### config.mk
export PLATFORM = sky130hd
export DESIGN_NAME = bp_top
export DESIGN_NICKNAME = d
export VERILOG_FILES = /design/src/npc_pkg.sv /design/src/gh_hasher.sv /design/src/btb.sv /design/src/ras.sv /design/src/cpht.sv /design/src/npc_predictor.sv /design/src/bp_top.sv
export SDC_FILE = /design/constraint.sdc
export NUM_CORES = 2
export LEC_CHECK = 0
export ABC_AREA = 1
export BUFFER_PORTS_ARGS = -buffer_cell sky130_fd_sc_hd__buf_2
export CAP_MARGIN = 5
export CORE_ASPECT_RATIO = 1.25
export CORE_MARGIN = 5
export CORE_UTILIZATION = 52
export CTS_CLUSTER_DIAMETER = 200
export DETAILED_ROUTE_END_ITERATION = 12
export PLACE_DENSITY = 0.68
export SYNTH_ARGS = -nofsm -noshare
export SYNTH_HDL_FRONTEND = slang
export SYNTH_SLANG_ARGS = --single-unit
### constraint.sdc
create_clock -name clk -period 10.1 [get_ports clk]
set_clock_uncertainty 0.2 [all_clocks]
set_input_delay 2.02 -clock clk [delete_from_list [all_inputs] [get_ports clk]]
set_output_delay 2.02 -clock clk [all_outputs]
set_load 0.02 [all_outputs]
### src/npc_pkg.sv
package npc_pkg;

    // fetch works on word addresses, so pc+1 is the next sequential instruction
    localparam int ADDR_WIDTH = 30;

    // history length and table index share one width
    localparam int GH_WIDTH = 6;
    localparam int TABLE_LEN = 1 << GH_WIDTH;

    localparam int STACK_LEN = 8;
    localparam int SP_WIDTH = $clog2(STACK_LEN);

    typedef logic [ADDR_WIDTH-1:0] addr_t;
    typedef logic [GH_WIDTH-1:0] idx_t;

    // kind of control transfer, decoded upstream of the predictor
    // value 7 is unused and is handled like NOT_JUMP everywhere
    typedef enum logic [2:0] {
        NOT_JUMP      = 3'd0,
        DIRECT_JUMP   = 3'd1,
        JUMP          = 3'd2,
        CALL          = 3'd3,
        RET           = 3'd4,
        INDIRECT_JUMP = 3'd5,
        OTHER_JUMP    = 3'd6
    } jump_kind_e;

endpackage

### src/gh_hasher.sv
module gh_hasher (
    input  logic                clk,
    input  logic                rstn,
    input  npc_pkg::addr_t      pc,
    input  npc_pkg::jump_kind_e kind_ex,
    input  logic                taken_ex,
    output npc_pkg::idx_t       pc_gh_hashed
);
    import npc_pkg::*;

    idx_t ghr;
    logic resolved_jump;

    // only real control transfers leave a mark in the history
    always_comb begin
        case (kind_ex)
            DIRECT_JUMP,
            JUMP,
            CALL,
            RET,
            INDIRECT_JUMP,
            OTHER_JUMP: resolved_jump = 1'b1;
            default:    resolved_jump = 1'b0;
        endcase
    end

    always_ff @(posedge clk or negedge rstn) begin
        if (!rstn) begin
            ghr <= '0;
        end else if (resolved_jump) begin
            ghr <= {ghr[GH_WIDTH-2:0], taken_ex}; // newest outcome enters at bit 0
        end
    end

    // the execute stage carries this index down the pipe for its update
    assign pc_gh_hashed = pc[GH_WIDTH-1:0] ^ ghr;

endmodule

### src/btb.sv
module btb (
    input  logic           clk,
    input  logic           rstn,
    // lookup port
    input  npc_pkg::idx_t  hashed_pc,
    output npc_pkg::addr_t npc_pdc,
    output logic           hit,
    // update port
    input  npc_pkg::idx_t  hashed_pc_update,
    input  npc_pkg::addr_t npc_real,
    input  logic           update_en
);
    import npc_pkg::*;

    addr_t                target [TABLE_LEN];
    logic [TABLE_LEN-1:0] valid;

    // the target array is only trusted once its valid bit is set
    always_ff @(posedge clk) begin
        if (update_en) begin
            target[hashed_pc_update] <= npc_real;
        end
    end

    always_ff @(posedge clk or negedge rstn) begin
        if (!rstn) begin
            valid <= '0;
        end else if (update_en) begin
            valid[hashed_pc_update] <= 1'b1;
        end
    end

    // combinational read so the prediction lands in the fetch cycle
    assign npc_pdc = target[hashed_pc];
    assign hit     = valid[hashed_pc];

endmodule

### src/ras.sv
module ras (
    input  logic           clk,
    input  logic           rstn,
    input  logic           is_call_ex,
    input  npc_pkg::addr_t ret_pc_ex,
    input  logic           is_ret_ex,
    output npc_pkg::addr_t ret_pc_pdc,
    output logic           empty
);
    import npc_pkg::*;

    localparam logic [SP_WIDTH:0] FULL_CNT = (SP_WIDTH+1)'(STACK_LEN);

    addr_t               stack [STACK_LEN];
    logic [SP_WIDTH-1:0] top;      // index of the current top entry
    logic [SP_WIDTH-1:0] next_top;
    logic [SP_WIDTH-1:0] prev_top;
    logic [SP_WIDTH:0]   count;
    logic                push;
    logic                pop;

    // pointers wrap around the ring, so a push when full replaces the oldest entry
    assign next_top = top + 1'b1;
    assign prev_top = top - 1'b1;

    assign push = is_call_ex;
    assign pop  = is_ret_ex && (count != '0); // popping an empty stack does nothing

    always_ff @(posedge clk) begin
        if (push) begin
            stack[next_top] <= ret_pc_ex;
        end
    end

    always_ff @(posedge clk or negedge rstn) begin
        if (!rstn) begin
            top   <= '0;
            count <= '0;
        end else if (push) begin
            top <= next_top;
            if (count != FULL_CNT) begin
                count <= count + 1'b1;
            end
        end else if (pop) begin
            top   <= prev_top;
            count <= count - 1'b1;
        end
    end

    // the selector ignores the top entry while the stack is empty
    assign ret_pc_pdc = stack[top];
    assign empty      = (count == '0);

endmodule

### src/cpht.sv
module cpht (
    input  logic          clk,
    input  logic          rstn,
    input  npc_pkg::idx_t hashed_pc,
    output logic          choice_pdc,
    input  npc_pkg::idx_t hashed_pc_update,
    input  logic          choice_real,
    input  logic          update_en
);
    import npc_pkg::*;

    // 00 and 01 lean to the btb, 10 and 11 lean to the stack
    logic [1:0] ctr [TABLE_LEN];
    logic [1:0] cur;

    assign cur = ctr[hashed_pc_update];

    always_ff @(posedge clk or negedge rstn) begin
        if (!rstn) begin
            for (int i = 0; i < TABLE_LEN; i++) begin
                ctr[i] <= 2'b01; // weakly btb
            end
        end else if (update_en) begin
            if (choice_real) begin
                if (cur != 2'b11) begin
                    ctr[hashed_pc_update] <= cur + 2'd1;
                end
            end else if (cur != 2'b00) begin
                ctr[hashed_pc_update] <= cur - 2'd1;
            end
        end
    end

    assign choice_pdc = ctr[hashed_pc][1];

endmodule

### src/npc_predictor.sv
module npc_predictor (
    input  logic                clk,
    input  logic                rstn,
    // fetch side
    input  npc_pkg::idx_t       pc_gh_hashed,
    input  npc_pkg::addr_t      pc,
    input  npc_pkg::jump_kind_e kind_pdc,
    input  logic                taken_pdc,
    // execute side
    input  npc_pkg::idx_t       pc_ex_gh_hashed,
    input  npc_pkg::addr_t      pc_ex,
    input  npc_pkg::addr_t      npc_ex,
    input  npc_pkg::jump_kind_e kind_ex,
    input  logic                choice_real,
    // prediction
    output npc_pkg::addr_t      npc_pdc,
    output logic                choice_btb_ras // 0 picks btb, 1 picks ras
);
    import npc_pkg::*;

    addr_t npc_btb;
    addr_t npc_ras;
    addr_t pc_seq;
    addr_t btb_pick;
    addr_t ret_pc_ex;
    logic  btb_hit;
    logic  ras_empty;
    logic  btb_upd;

    always_comb begin
        case (kind_ex)
            DIRECT_JUMP, JUMP, CALL, RET, INDIRECT_JUMP, OTHER_JUMP: btb_upd = 1'b1;
            default: btb_upd = 1'b0;
        endcase
    end

    assign ret_pc_ex = pc_ex + addr_t'(1); // a call returns to the word after it

    btb u_btb (
        .clk              (clk),
        .rstn             (rstn),
        .hashed_pc        (pc_gh_hashed),
        .npc_pdc          (npc_btb),
        .hit              (btb_hit),
        .hashed_pc_update (pc_ex_gh_hashed),
        .npc_real         (npc_ex),
        .update_en        (btb_upd)
    );

    ras u_ras (
        .clk        (clk),
        .rstn       (rstn),
        .is_call_ex (kind_ex == CALL),
        .ret_pc_ex  (ret_pc_ex),
        .is_ret_ex  (kind_ex == RET),
        .ret_pc_pdc (npc_ras),
        .empty      (ras_empty)
    );

    cpht u_cpht (
        .clk              (clk),
        .rstn             (rstn),
        .hashed_pc        (pc_gh_hashed),
        .choice_pdc       (choice_btb_ras),
        .hashed_pc_update (pc_ex_gh_hashed),
        .choice_real      (choice_real),
        .update_en        (kind_ex == RET)
    );

    assign pc_seq   = pc + addr_t'(1);
    assign btb_pick = btb_hit ? npc_btb : pc_seq; // a miss falls through

    always_comb begin
        npc_pdc = pc_seq;
        if (taken_pdc) begin
            case (kind_pdc)
                DIRECT_JUMP, JUMP, CALL, INDIRECT_JUMP, OTHER_JUMP: npc_pdc = btb_pick;
                RET: npc_pdc = (choice_btb_ras && !ras_empty) ? npc_ras : btb_pick;
                default: npc_pdc = pc_seq;
            endcase
        end
    end

endmodule

### src/bp_top.sv
module bp_top (
    input  logic                clk,
    input  logic                rstn,
    // fetch
    input  npc_pkg::addr_t      pc,
    input  npc_pkg::jump_kind_e kind_pdc,
    input  logic                taken_pdc,
    output npc_pkg::addr_t      npc_pdc,
    output logic                choice_btb_ras,
    // execute
    input  npc_pkg::jump_kind_e kind_ex,
    input  npc_pkg::addr_t      pc_ex,
    input  npc_pkg::addr_t      npc_ex,
    input  logic                taken_ex,
    input  logic                choice_real,
    input  npc_pkg::idx_t       pc_ex_gh_hashed
);
    import npc_pkg::*;

    idx_t pc_gh_hashed;

    gh_hasher u_hash (
        .clk          (clk),
        .rstn         (rstn),
        .pc           (pc),
        .kind_ex      (kind_ex),
        .taken_ex     (taken_ex),
        .pc_gh_hashed (pc_gh_hashed)
    );

    npc_predictor u_npc (
        .clk             (clk),
        .rstn            (rstn),
        .pc_gh_hashed    (pc_gh_hashed),
        .pc              (pc),
        .kind_pdc        (kind_pdc),
        .taken_pdc       (taken_pdc),
        .pc_ex_gh_hashed (pc_ex_gh_hashed),
        .pc_ex           (pc_ex),
        .npc_ex          (npc_ex),
        .kind_ex         (kind_ex),
        .choice_real     (choice_real),
        .npc_pdc         (npc_pdc),
        .choice_btb_ras  (choice_btb_ras)
    );

endmodule

==> implementation parameters <==
Parameter                              Value

Run status
  Status    complete, no violations

Clock network
  Clk pin slew, worst setup/hold paths    70 ps
  Clock tree buffer depth    3
  Cts hold-fix bufs    0
  Buffers inserted during post-CTS setup optimization    0
  Gates resized, CTS repair    0
  Sink Count    2365
  H-tree lvl count    4
  Clock tree from TritonCTS    yes
  Buffer cell driving the clock tree root    clkbuf_16
  Clk_lat worst skew    850 ps
  Clock buffer count from CTS    211

STA
  Ratio of final minimum period to clock period    0.867
  Achievable frequency    114 MHz
  Rel. slew slack    0.156
  Final worst setup slack    1340 ps
  Post-Route Setup TNS    0 ps
  Worst hold margin    260 ps
  Count of final setup violators    0
  Tightest Pin Transition    1270 ps
  Setup repair after global routing missed its margin    no
  Slew Viols, Final    0
  Final count of hold timing violations    0
  Final critical delay including setup and external delays    8760 ps

Placement
  Detailed Place HPWL    155 mm
  Port bufs    137
  Final weighted congestion in routability-driven placement    0.906
  Worst setup slack after placement    1490 ps
  Instance count after placement with tap cells included    11159

Finish
  Area growth from synthesis to layout    10.5%
  Total area of sequential cells    70100 sq um
  Number of nets in the final layout    8954
  Number of fillers in the final layout    15308
  Most common library cell in the layout ignoring fill and taps    nand2_1
  Share of post-route cells with drive strength above 1    0.0904
  Fin cells    11556
  Commonest cells after routing, fill and taps aside    2395 x nand2_1, 2160 x edfxtp_1, 2156 x nand3_1, 342 x nor2_1, 308 x o21ai_0
  Area of combinational cells with multiple inputs    26000 sq um
  Post-layout utilization of the core    0.577

Routing
  Initial DRC count    9740
  Residual DRC count    0
  Via density per instance    6.10
  Drt pass-1 iters    8
  Routed wirelength normalized by instance count    25.6 um
  Final antenna-violating net count    0
  Number of vias in the routed layout    70488
  Total length of routed wires    295 mm

Power and ir drop
  Highest ir drop seen on vdd    0.000187 V
  Areal power density over the cells    221 nW/um^2
  Leakage power of the design    39.3 nW

Job
  Count of max-cap constraint violations    0

Floorplanning
  Area enclosed by the die boundary    200000 sq um
  Area of the core    190000 sq um
  I/O pin count    138
  Chip Width    401 um
  Initial cell density of the core    0.522
  Std cell rows    179
  Die height    499 um

Worst hold path
  Kind of path behind the tightest hold check    reg2reg

Global route
  Number of antenna violations at the first check in global routing    9
  Maximum number of pins on one net before global-route repair    190
  Via count of the first global-routing pass    68409
  Total congestion overflow after global routing    0
  First-pass GRT wire length    435 mm
  Total GRT Usage    0.288

Synthesis
  Total of flip-flops plus latches after synthesis    2365
  Number of warnings printed during yosys synthesis    0
  Synth Instances    8878
  Primary FF master, synth    edfxtp_1
  Syn Nets    8994
  Number of enable-type register cells in the synthesized netlist    2160
  Mapped Area    99400 sq um
  Post-synthesis async set-or-reset flop share    0.0867
  Synthesized area per cell    11.2 sq um
  Distinct cell type count after synthesis    46
  Seq/Total Area, Yosys    0.705

Critical path
  Kind of capture point of the worst setup path    primary output
  Flop2flop setup slack    5770 ps
  Launch point of the worst path    pc[0]
  Number of cell instances on the worst register-to-register path    6
  Startpoint of the lowest-slack register-to-register path    u_npc.u_ras.top[0]
  Worst reg2reg endpoint    u_npc.u_ras.stack[7][23]
  Class of the most critical setup path    in2out
  Critical Path RT    7880 ps
  Arrival time at the worst endpoint    6540 ps
  Maximum fanout along the worst path    122
  End of the critical path    npc_pdc[3]
  Type of origin of the critical path    input pin
==> worst min-delay path by stage <==
stage	from	endpoint	slack, ps	cells past startpoint
6_report	u_npc.u_btb.valid[37]	u_npc.u_btb.valid[37]	260	2
4_1_cts	u_npc.u_btb.valid[6]	u_npc.u_btb.valid[6]	260	2
3_5_place_dp	u_npc.u_btb.valid[6]	u_npc.u_btb.valid[6]	240	2
3_3_place_gp	u_npc.u_btb.valid[14]	u_npc.u_btb.valid[14]	240	2
5_1_grt	u_npc.u_btb.valid[30]	u_npc.u_btb.valid[30]	280	2
2_1_floorplan	u_npc.u_btb.valid[0]	u_npc.u_btb.valid[0]	230	2
==> power breakdown <==
| group | internal (mW) | switching (mW) |
|---|---|---|
| clock network | 4.75 | 3.60 |
| logic | 1.22 | 3.70 |
| registers | 10.9 | 0.0920 |
| total | 16.9 | 7.39 |
==> through the flow <==
step	area (sq um)	power (mW)
after global placement	103000	15.9
after global routing	110000	25.1
after detailed placement	103000	16.0
after CTS	110000	24.2
after floorplan	99400	14.1
final	110000	24.3
==> metal layers <==
metal / vias up / share of wire / GRT usage
met5: - / 0.000074 / 0
met4: 4 / 0.048 / 0.128
met3: 698 / 0.11 / 0.0605
met2: 4349 / 0.47 / 0.463
met1: 34329 / 0.37 / 0.381
li1: 31108 / - / -
==> critical path, cell delays in order <==
cell and delay [ps]:
buf_2 160, inv_2 70, nand2_1 270, nand2_8 520
nand2_1 240, nand3_1 90, nand3_1 100, nand3_1 110
nand3_1 160, nand3_2 630, nand2_1 1120, nand3_1 190
nand2_1 120, nand3_1 80, a21oi_1 220, buf_2 210
==> cell usage after synthesis (20+ instances only) <==
| cell | number | area, sq um |
|---|---|---|
| buf_4 | 65 | 488 |
| nand3_1 | 2156 | 10800 |
| a21oi_1 | 62 | 310 |
| dfrtp_1 | 141 | 3530 |
| dfstp_2 | 64 | 1680 |
| edfxtp_1 | 2160 | 64900 |
| clkbuf_1 | 151 | 567 |
| buf_1 | 52 | 195 |
| xor2_1 | 44 | 385 |
| inv_1 | 308 | 1160 |
| o22ai_1 | 73 | 457 |
| nand2_1 | 2399 | 9000 |
| buf_2 | 295 | 1480 |
| nor3_1 | 26 | 130 |
| xnor2_1 | 20 | 175 |
| o21ai_0 | 308 | 1540 |
| o221ai_1 | 38 | 333 |
| nor2_1 | 414 | 1550 |
==> final cells by class <==
cell class / count / area share
Inverter: 315 / 0.0109
Antenna cell: 5 / 0.000114
Timing Repair Buffer: 314 / 0.0209
Sequential cell: 2365 / 0.638
Tap cell: 2534 / 0.0288
Multi-Input combinational cell: 5631 / 0.237
Clock buffer: 242 / 0.0500
Clock inverter: 150 / 0.0151
==> sequential cells by signal, summed over array words and instances (netlist names), named ones only <==
signal              flops
u_npc.u_ras.top         3
u_hash.ghr              6
u_npc.u_btb.target   1920
u_npc.u_btb.valid      64
u_npc.u_cpht.ctr       64
u_npc.u_ras.stack     240
u_npc.u_ras.count       4
==> logic make-up after synthesis <==
logic type,after synthesis,share of synthesized area
AND/OR/NAND/NOR,5044,0.219
flip-flops,2365,0.705
AO/OA/AOI/OAI,509,0.0288
buffers and inverters,882,0.0398
XOR/XNOR,66,0.00596
adder cells (fa/ha/maj),9,0.00121
multiplexers,3,0.000327
Power figures use the tool's default switching activity.
